**src/design/ramBlockPkg.sv**
```systemverilog
/* HyperRAM control block shared types */
`default_nettype none

package ramBlockPkg;

	// ----------------------------------------
	// widths
	// ----------------------------------------
	// memory byte lane
	localparam int DQ_W       = 8;
	// register word on the device
	localparam int DATA_W     = 16;
	// command-address phase, six bytes
	localparam int CA_W       = 48;
	localparam int LAT_W      = 4;
	localparam int CSR_ADRS_W = 8;

	// host write side of the CSR bus
	typedef struct packed {
		logic [CSR_ADRS_W-1:0] adrs;
		logic [DATA_W-1:0]     wd;
		logic                  we;
	} csrBusT;

	// one register transaction
	// cmdAdrs[47] read, cmdAdrs[46] register space
	typedef struct packed {
		logic [CA_W-1:0]   cmdAdrs;
		logic [DATA_W-1:0] wDq;
		logic [LAT_W-1:0]  latencyCnt;
	} cfgCmdT;

	// command source tag
	typedef enum logic {
		SRC_HOST,
		SRC_CAL
	} reqSrcT;

	// engine reply, shared by both sources
	typedef struct packed {
		logic              done;
		reqSrcT            src;
		logic [DATA_W-1:0] capDq;
	} cfgRspT;

	// device pins
	typedef struct packed {
		logic [DQ_W-1:0] dq;
		logic            dqOe;
		logic            nCs;
		logic            clkEn;
	} memOutT;

	// ----------------------------------------
	// state and offset encodings
	// ----------------------------------------
	typedef enum logic [2:0] {
		ST_IDLE,
		ST_CA,
		ST_LAT,
		ST_DATA,
		ST_END
	} engStateT;

	typedef enum logic [2:0] {
		CAL_IDLE,
		CAL_ISSUE,
		CAL_WAIT,
		CAL_DONE,
		CAL_ERR
	} calStateT;

	typedef enum logic [CSR_ADRS_W-1:0] {
		CSR_CTRL   = 8'd0,
		CSR_STATUS = 8'd1,
		CSR_WDQ    = 8'd2,
		CSR_CA0    = 8'd3,
		CSR_CA1    = 8'd4,
		CSR_CA2    = 8'd5,
		CSR_LAT    = 8'd6,
		CSR_CAPDQ  = 8'd7
	} csrAdrsT;

	// register-space read, ID register at address 0
	localparam logic [CA_W-1:0] ID_REG_CA = 48'hC000_0000_0000;

endpackage

`default_nettype wire

```
**src/design/ramCsr.sv**
```systemverilog
/* Host CSR bank */
`timescale 1ns/100ps
`default_nettype none

module ramCsr (
	input  logic                   iSCLK,
	input  logic                   iSRST,
	input  ramBlockPkg::csrBusT    csrBus,
	output logic [15:0]            csrRd,
	output logic                   hostReq,
	output ramBlockPkg::cfgCmdT    hostCmd,
	output logic                   calStart,
	output logic                   ramRst,
	input  ramBlockPkg::cfgRspT    rsp,
	input  logic                   engBusy,
	input  logic                   calDone,
	input  logic                   calErr,
	input  logic [3:0]             calLatency
);
	import ramBlockPkg::*;

	// command fields as the host left them
	logic [DATA_W-1:0] wdqReg;
	logic [15:0]       ca0Reg;
	logic [15:0]       ca1Reg;
	logic [15:0]       ca2Reg;
	logic [LAT_W-1:0]  latReg;
	// host side bookkeeping
	logic              hostPend;
	logic [DATA_W-1:0] capReg;
	logic              hostDone;
	logic              busy;

	assign hostDone = rsp.done && (rsp.src == SRC_HOST);
	// pulse cycle counts as busy, the engine has not seen it yet
	assign busy     = hostReq | hostPend | engBusy;

	// ----------------------------------------
	// write decode
	// ----------------------------------------
	always_ff @(posedge iSCLK)
	begin
		if (iSRST)
		begin
			wdqReg   <= '0;
			ca0Reg   <= '0;
			ca1Reg   <= '0;
			ca2Reg   <= '0;
			latReg   <= '0;
			ramRst   <= 1'b0;
			hostReq  <= 1'b0;
			calStart <= 1'b0;
		end
		else
		begin
			// strobes last one cycle
			hostReq  <= 1'b0;
			calStart <= 1'b0;
			if (csrBus.we)
			begin
				case (csrAdrsT'(csrBus.adrs))
					CSR_CTRL:
					begin
						hostReq  <= csrBus.wd[0];
						calStart <= csrBus.wd[1];
						ramRst   <= csrBus.wd[2];
					end
					CSR_WDQ: wdqReg <= csrBus.wd;
					CSR_CA0: ca0Reg <= csrBus.wd;
					CSR_CA1: ca1Reg <= csrBus.wd;
					CSR_CA2: ca2Reg <= csrBus.wd;
					CSR_LAT: latReg <= csrBus.wd[LAT_W-1:0];
					// status and capture are read only
					default: ;
				endcase
			end
		end
	end

	// pending from the pulse until the host-tagged done
	always_ff @(posedge iSCLK)
	begin
		if (iSRST)
			hostPend <= 1'b0;
		else if (hostReq)
			hostPend <= 1'b1;
		else if (hostDone)
			hostPend <= 1'b0;
	end

	// keep captured word only for host reads
	always_ff @(posedge iSCLK)
	begin
		if (iSRST)
			capReg <= '0;
		else if (hostDone && hostCmd.cmdAdrs[CA_W-1])
			capReg <= rsp.capDq;
	end

	// command as seen by the engine
	assign hostCmd = '{cmdAdrs: {ca2Reg, ca1Reg, ca0Reg}, wDq: wdqReg, latencyCnt: latReg};

	// ----------------------------------------
	// read mux, one cycle behind the address
	// ----------------------------------------
	always_ff @(posedge iSCLK)
	begin
		case (csrAdrsT'(csrBus.adrs))
			CSR_CTRL:   csrRd <= {13'd0, ramRst, 2'b00};
			CSR_STATUS: csrRd <= {8'd0, calLatency, 1'b0, calErr, calDone, busy};
			CSR_WDQ:    csrRd <= wdqReg;
			CSR_CA0:    csrRd <= ca0Reg;
			CSR_CA1:    csrRd <= ca1Reg;
			CSR_CA2:    csrRd <= ca2Reg;
			CSR_LAT:    csrRd <= {12'd0, latReg};
			CSR_CAPDQ:  csrRd <= capReg;
			default:    csrRd <= '0;
		endcase
	end

endmodule

`default_nettype wire

```
**src/design/latencyCalibrator.sv**
```systemverilog
/* Read latency calibrator */
`timescale 1ns/100ps
`default_nettype none

module latencyCalibrator #(
	parameter logic [ramBlockPkg::DATA_W-1:0] pDevId      = 16'h0C81,
	parameter int unsigned                    pMaxLatency = 15
)(
	input  logic                iSCLK,
	input  logic                iSRST,
	input  logic                calStart,
	output logic                calReq,
	output ramBlockPkg::cfgCmdT calCmd,
	input  ramBlockPkg::cfgRspT rsp,
	output logic                calDone,
	output logic                calErr,
	output logic [3:0]          calLatency
);
	import ramBlockPkg::*;

	calStateT         calState;
	// latency under test, also the result
	logic [LAT_W-1:0] latReg;
	logic             calRsp;

	// only replies tagged for us
	assign calRsp = rsp.done && (rsp.src == SRC_CAL);

	// ----------------------------------------
	// sweep sequencer
	// ----------------------------------------
	always_ff @(posedge iSCLK)
	begin
		if (iSRST)
		begin
			calState <= CAL_IDLE;
			latReg   <= '0;
			calReq   <= 1'b0;
		end
		else
		begin
			calReq <= 1'b0;
			case (calState)
				CAL_IDLE, CAL_DONE, CAL_ERR:
				begin
					// restart from zero, old result is dropped
					if (calStart)
					begin
						latReg   <= '0;
						calState <= CAL_ISSUE;
					end
				end
				CAL_ISSUE:
				begin
					calReq   <= 1'b1;
					calState <= CAL_WAIT;
				end
				CAL_WAIT:
				begin
					if (calRsp)
					begin
						if (rsp.capDq == pDevId)
							calState <= CAL_DONE;
						else if (latReg == LAT_W'(pMaxLatency))
							calState <= CAL_ERR;
						else
						begin
							latReg   <= latReg + 1'b1;
							calState <= CAL_ISSUE;
						end
					end
				end
				default: calState <= CAL_IDLE;
			endcase
		end
	end

	// ID register read at the current latency
	assign calCmd     = '{cmdAdrs: ID_REG_CA, wDq: '0, latencyCnt: latReg};
	assign calDone    = (calState == CAL_DONE);
	assign calErr     = (calState == CAL_ERR);
	assign calLatency = latReg;

endmodule

`default_nettype wire

```
**src/design/hyperRamCfgEngine.sv**
```systemverilog
/* HyperRAM register transaction engine */
`timescale 1ns/100ps
`default_nettype none

module hyperRamCfgEngine (
	input  logic                iSCLK,
	input  logic                iSRST,
	input  logic                hostReq,
	input  logic                calReq,
	input  ramBlockPkg::cfgCmdT hostCmd,
	input  ramBlockPkg::cfgCmdT calCmd,
	output ramBlockPkg::cfgRspT rsp,
	output logic                engBusy,
	output ramBlockPkg::memOutT memOut,
	input  logic [7:0]          iMemDq
);
	import ramBlockPkg::*;

	localparam int CA_BYTES = CA_W / DQ_W;

	engStateT          state;
	logic              hostPend;
	logic              calPend;
	logic              hostAvail;
	logic              calAvail;
	logic              accept;
	// command and source of the running transaction
	cfgCmdT            cmdLatch;
	reqSrcT            srcLatch;
	// byte and latency counter
	logic [LAT_W-1:0]  cnt;
	logic              isRead;
	logic              lastCa;
	logic              lastLat;
	logic              lastData;
	logic [DQ_W-1:0]   caByte;
	logic [DQ_W-1:0]   wrByte;
	logic [DATA_W-1:0] capDq;

	// ----------------------------------------
	// arbitration
	// ----------------------------------------
	// a pulse in the idle cycle is taken at once
	assign hostAvail = hostPend | hostReq;
	assign calAvail  = calPend | calReq;
	assign accept    = (state == ST_IDLE) && (hostAvail || calAvail);

	always_ff @(posedge iSCLK)
	begin
		if (iSRST)
		begin
			hostPend <= 1'b0;
			calPend  <= 1'b0;
		end
		else
		begin
			// host wins a tie
			if (accept && hostAvail)
				hostPend <= 1'b0;
			else if (hostReq)
				hostPend <= 1'b1;
			if (accept && !hostAvail)
				calPend <= 1'b0;
			else if (calReq)
				calPend <= 1'b1;
		end
	end

	// selected command, sampled on accept
	always_ff @(posedge iSCLK)
	begin
		if (accept)
			cmdLatch <= hostAvail ? hostCmd : calCmd;
	end

	assign isRead   = cmdLatch.cmdAdrs[CA_W-1];
	assign lastCa   = (cnt == LAT_W'(CA_BYTES - 1));
	assign lastLat  = (cnt == cmdLatch.latencyCnt - 1'b1);
	assign lastData = (cnt == LAT_W'(1));

	// ----------------------------------------
	// sequencer
	// ----------------------------------------
	always_ff @(posedge iSCLK)
	begin
		if (iSRST)
		begin
			state    <= ST_IDLE;
			srcLatch <= SRC_HOST;
			cnt      <= '0;
		end
		else
		begin
			case (state)
				ST_IDLE:
				begin
					if (accept)
					begin
						srcLatch <= hostAvail ? SRC_HOST : SRC_CAL;
						cnt      <= '0;
						state    <= ST_CA;
					end
				end
				ST_CA:
				begin
					if (lastCa)
					begin
						cnt <= '0;
						// zero latency goes straight to capture
						if (isRead && (cmdLatch.latencyCnt != '0))
							state <= ST_LAT;
						else
							state <= ST_DATA;
					end
					else
						cnt <= cnt + 1'b1;
				end
				ST_LAT:
				begin
					if (lastLat)
					begin
						cnt   <= '0;
						state <= ST_DATA;
					end
					else
						cnt <= cnt + 1'b1;
				end
				ST_DATA:
				begin
					if (lastData)
					begin
						cnt   <= '0;
						state <= ST_END;
					end
					else
						cnt <= cnt + 1'b1;
				end
				// chip select high, done out
				ST_END: state <= ST_IDLE;
				default: state <= ST_IDLE;
			endcase
		end
	end

	// read bytes, high byte first
	always_ff @(posedge iSCLK)
	begin
		if ((state == ST_DATA) && isRead)
			capDq <= {capDq[DATA_W-DQ_W-1:0], iMemDq};
	end

	// ----------------------------------------
	// pin drive
	// ----------------------------------------
	always_comb
	begin
		case (cnt)
			4'd0:    caByte = cmdLatch.cmdAdrs[47:40];
			4'd1:    caByte = cmdLatch.cmdAdrs[39:32];
			4'd2:    caByte = cmdLatch.cmdAdrs[31:24];
			4'd3:    caByte = cmdLatch.cmdAdrs[23:16];
			4'd4:    caByte = cmdLatch.cmdAdrs[15:8];
			4'd5:    caByte = cmdLatch.cmdAdrs[7:0];
			default: caByte = '0;
		endcase
	end

	assign wrByte = cnt[0] ? cmdLatch.wDq[DQ_W-1:0] : cmdLatch.wDq[DATA_W-1:DQ_W];

	always_comb
	begin
		memOut.nCs   = !(state inside {ST_CA, ST_LAT, ST_DATA});
		memOut.clkEn = !memOut.nCs;
		memOut.dqOe  = (state == ST_CA) || ((state == ST_DATA) && !isRead);
		if (state == ST_CA)
			memOut.dq = caByte;
		else if ((state == ST_DATA) && !isRead)
			memOut.dq = wrByte;
		else
			memOut.dq = '0;
	end

	assign rsp     = '{done: (state == ST_END), src: srcLatch, capDq: capDq};
	assign engBusy = (state != ST_IDLE);

endmodule

`default_nettype wire

```
**src/design/ramBlock.sv**
```systemverilog
/* HyperRAM control block top */
`timescale 1ns/100ps
`default_nettype none

module ramBlock #(
	parameter logic [ramBlockPkg::DATA_W-1:0] pDevId      = 16'h0C81,
	parameter int unsigned                    pMaxLatency = 15
)(
	input  logic                iSCLK,
	input  logic                iSRST,
	input  ramBlockPkg::csrBusT csrBus,
	output logic [15:0]         oCsrRd,
	output ramBlockPkg::memOutT memOut,
	input  logic [7:0]          iMemDq,
	output logic                oMemRstN,
	output logic                oCalDone,
	output logic                oCalErr
);
	import ramBlockPkg::*;

	// ----------------------------------------
	// internal nets
	// ----------------------------------------
	logic       hostReq;
	cfgCmdT     hostCmd;
	logic       calStart;
	logic       ramRst;
	logic       calReq;
	cfgCmdT     calCmd;
	cfgRspT     rsp;
	logic       engBusy;
	logic [3:0] calLatency;

	// host register bank
	ramCsr uCsr (
		.iSCLK(iSCLK),        .iSRST(iSRST),
		.csrBus(csrBus),      .csrRd(oCsrRd),
		.hostReq(hostReq),    .hostCmd(hostCmd),
		.calStart(calStart),  .ramRst(ramRst),
		.rsp(rsp),            .engBusy(engBusy),
		.calDone(oCalDone),   .calErr(oCalErr),
		.calLatency(calLatency)
	);

	// ID read sweep
	latencyCalibrator #(
		.pDevId(pDevId),
		.pMaxLatency(pMaxLatency)
	) uCal (
		.iSCLK(iSCLK),        .iSRST(iSRST),
		.calStart(calStart),
		.calReq(calReq),      .calCmd(calCmd),
		.rsp(rsp),
		.calDone(oCalDone),   .calErr(oCalErr),
		.calLatency(calLatency)
	);

	// shared pin sequencer
	hyperRamCfgEngine uEng (
		.iSCLK(iSCLK),        .iSRST(iSRST),
		.hostReq(hostReq),    .calReq(calReq),
		.hostCmd(hostCmd),    .calCmd(calCmd),
		.rsp(rsp),            .engBusy(engBusy),
		.memOut(memOut),      .iMemDq(iMemDq)
	);

	// device held in reset by system reset or CTRL bit2
	assign oMemRstN = ~(iSRST | ramRst);

endmodule

`default_nettype wire

```
**config.mk**
```make
export PLATFORM = sky130hd
export DESIGN_NAME = ramBlock
export DESIGN_NICKNAME = d
export VERILOG_FILES = /design/src/design/ramBlockPkg.sv /design/src/design/ramCsr.sv /design/src/design/latencyCalibrator.sv /design/src/design/hyperRamCfgEngine.sv /design/src/design/ramBlock.sv
export SDC_FILE = /design/constraint.sdc
export NUM_CORES = 1
export LEC_CHECK = 0
export ABC_AREA = 1
export CAP_MARGIN = 20
export CORE_MARGIN = 2
export CORE_UTILIZATION = 68
export DETAILED_ROUTE_END_ITERATION = 12
export DONT_BUFFER_PORTS = 1
export PLACE_DENSITY_LB_ADDON = 0.25
export SLEW_MARGIN = 20
export SYNTH_ARGS = -nofsm -noshare
export SYNTH_HDL_FRONTEND = slang
export SYNTH_SLANG_ARGS = --single-unit
```
**constraint.sdc**
```tcl
create_clock -name iSCLK -period 5.9 [get_ports iSCLK]
set_input_delay 1.18 -clock iSCLK [delete_from_list [all_inputs] [get_ports iSCLK]]
set_output_delay 1.18 -clock iSCLK [all_outputs]
set_load 0.02 [all_outputs]
```
==> run metrics <==
post-synth net total=1053; crit path capture type=output pin; largest net degree at the start of global routing=81; diode count=0; Leak=3.42 nW; mux cell area share after synthesis=0%; crit path cell chain=inv_1 > ha_1 > nand2_1 > inv_1 > a32o_1 > o21ai_0 > o21ai_0; FF-to-FF path depth=4; RSZ-0062 raised after global routing=no; FP Rows=41; Fin Clk Skew=0.00779 ns; Die H=118 um; largest family of logic cells by synthesized area=simple AND/OR/NAND/NOR gates; Fillers=926; Post-synth EDFFs=84; FF/Latch Area=0.00496 sq mm; ys async rst share=0%; quantity of gates resized following cts=0; Seq/Total Area, Yosys=56.2%; Synthesis Warnings=0; Final nets=1040; final hold vios=0; syn_area_per_cell=8.74 sq um; grt total ovfl=0; Final Cycle Share=62.8%; slew margin rel.=33.5%; die area=0.0139 sq mm; fin crit period=3.71 ns; WS Path Type=register to output pin; R2R Path End=uEng.cmdLatch[15]; design area=0.00956 sq mm; Critical Path AT=2.53 ns; slowest stage delay, CP=0.57 ns; initial antenna violation count=0; routed wire length per instance=18.9 um; Avg Vias per Cell=5.96; Ports=65; CTS Hold Buffers Added=0; total of max-cap violations=0; placed inst area=0.00887 sq mm; final WL=22.3 mm; IO Port Bufs=0; number of library cell types mapped by synthesis=40; total track usage=31.7%; Worst Tran Pin Value=0.996 ns; global-route wire length before repair=34.7 mm; Gate Count Post-Synth=1011; P per Cell Area=351 mW/mm^2; CTS root buffer=clkbuf_16; Initial DRT Pass Iterations=6; r2r setup slk=3.39 ns; Remaining DRCs=0; CTS Sinks=206; Max FO, Critical Path=14; peak supply drop=287 uV; Top FF cell, synth=dfxtp_1; setup violators final=0; Crit. Startpoint=uEng.cnt[0]; adder-cell share of the synthesized area=0.991%; initial drt markers=1140; CORE AREA=0.0127 sq mm; Multi-input gate area=0.00309 sq mm; status=completed; worst skew pair latency=0.49 ns; antenna-violating nets left=0; P&R area growth vs syn=8.13%; effective utilization at floorplan=69.8%; post-CTS setup buffer count=0; clock buffer depth=3; Setup crit start kind=register; TritonCTS Buffers=21; post-DP HPWL=15.6 mm; CP Capture Point=memOut[5]; CTS clk-pin slew, worst paths=0.06 ns; Req. time, crit path=4.72 ns; Die Wd=118 um; CTS tree=yes; area share of xor/xnor cells in the synthesized design=0.297%; Syn Std Cell Area=0.00884 sq mm; Synth Area in Simple Gates=17.3%; CP max-delay cell=dfxtp_1; vias in the first global route=6355; reg2reg start=uCsr.hostReq; final count of pins violating max slew=0; DR vias=7051; CTS HTree Levels=1; Synth Register Bits=206; Synth Area in Compound Gates=16.2%; GPL Wtd Cong=0.987; Fmax=270 MHz; Post-Route Setup TNS=0 ns; fraction of layout cells with a size suffix above 1=8.70%; min-delay worst type=register to register
==> placed cells by master, fill, tap and decap left out, drive strengths merged, types with 5 or more instances in the layout <==
cell	instances
a21oi	103
a32o	6
clkbuf	24
clkinv	11
dfxtp	122
edfxtp	84
ha	7
inv	151
nand2	141
nand3	38
nand4	14
nor2	137
nor3	5
o21ai	107
o22ai	26
or2	9
==> critical path, delay by kind of cell, from the launching register on <==
| family | cells | cell delay (ns) |
|---|---|---|
| DFF | 1 | 0.57 |
| adders and majority gates | 1 | 0.30 |
| and+or+nand+nor | 1 | 0.10 |
| buffers and inverters | 2 | 0.37 |
| AOI/OAI and AO/OA | 3 | 0.69 |
==> layout make-up <==
class	count	share of cell area (%)
well taps	172	2.25
inverters	153	6.01
multi-input cells	612	32.3
clock inverters	12	1.45
repair buffers	4	0.314
clock buffers	24	5.72
flip-flops and latches	206	52.0
==> power breakdown <==
group	internal [mW]	leakage [nW]	total, mW	switching (mW)
clock	0.795	0.339	1.33	0.533
sequential	1.56	1.73	1.61	0.0521
combinational	0.114	1.35	0.411	0.296
==> synthesized netlist by cell type, types with 6 or more instances <==
cell type | number | area share, %
a21oi_1 | 89 | 5.0
a21oi_2 | 14 | 1.4
a32o_1 | 6 | 0.68
buf_2 | 7 | 0.40
buf_4 | 8 | 0.68
clkbuf_1 | 20 | 0.85
dfxtp_1 | 122 | 28
edfxtp_1 | 84 | 29
ha_1 | 7 | 0.99
inv_1 | 146 | 6.2
nand2_1 | 132 | 5.6
nand2_2 | 9 | 0.64
nand3_1 | 37 | 2.1
nand4_1 | 14 | 0.99
nor2_1 | 124 | 5.3
nor2_4 | 10 | 1.3
o21ai_0 | 46 | 2.6
o21ai_1 | 61 | 3.5
o22ai_1 | 26 | 1.8
or2_2 | 8 | 0.57
==> routing by layer <==
layer	wire length [um]	track usage, %	up-vias
met4	463	7.53	0
met5	0	0	-
li1	-	-	3332
met2	10000	48.5	421
met1	9280	47.2	3253
met3	2570	5.96	45
==> registers in the layout, indices dropped and copies added (netlist names), 16 cells and up <==
register,count
uCsr.ca0Reg,16
uCsr.ca1Reg,16
uCsr.ca2Reg,16
uCsr.capReg,16
uCsr.csrRd,16
uCsr.wdqReg,16
uEng.capDq,16
uEng.cmdLatch,68
==> how the worst min path moves through the flow <==
stage,from,end,depth (start not counted)
finish,uCsr.capReg[5],uCsr.capReg[5],2
global route,uCsr.hostReq,uCsr.hostPend,2
CTS,uCsr.capReg[5],uCsr.capReg[5],2
detailed placement,uCsr.capReg[5],uCsr.capReg[5],2
global placement,uCsr.hostReq,uCsr.hostPend,2
floorplan,uCsr.capReg[15],uCsr.capReg[15],2
==> metrics by stage <==
step                      hold slack [ns]  utilization [%]  instances  total power, mW  setup WS (ns)
after floorplan                     0.429                -       1011             1.95           1.87
after CTS                           0.468             75.4       1183             3.35           2.21
final                               0.469             75.4       1183             3.35           2.19
after global routing                0.483             75.4       1183             3.47           1.95
after global placement              0.443             70.0       1147             2.04           2.76
after detailed placement            0.458             70.0       1147             2.04           2.74
==> cell families (layout without fill, tap and decap cells) <==
logic type,after synthesis,in the layout
AND/OR/NAND/NOR,346,346
AO/OA/AOI/OAI,256,256
flip-flops,206,206
buffers and inverters,193,193
adder cells (fa/ha/maj),7,7
XOR/XNOR,3,3
No activity file was read; power rests on OpenSTA's default activity.
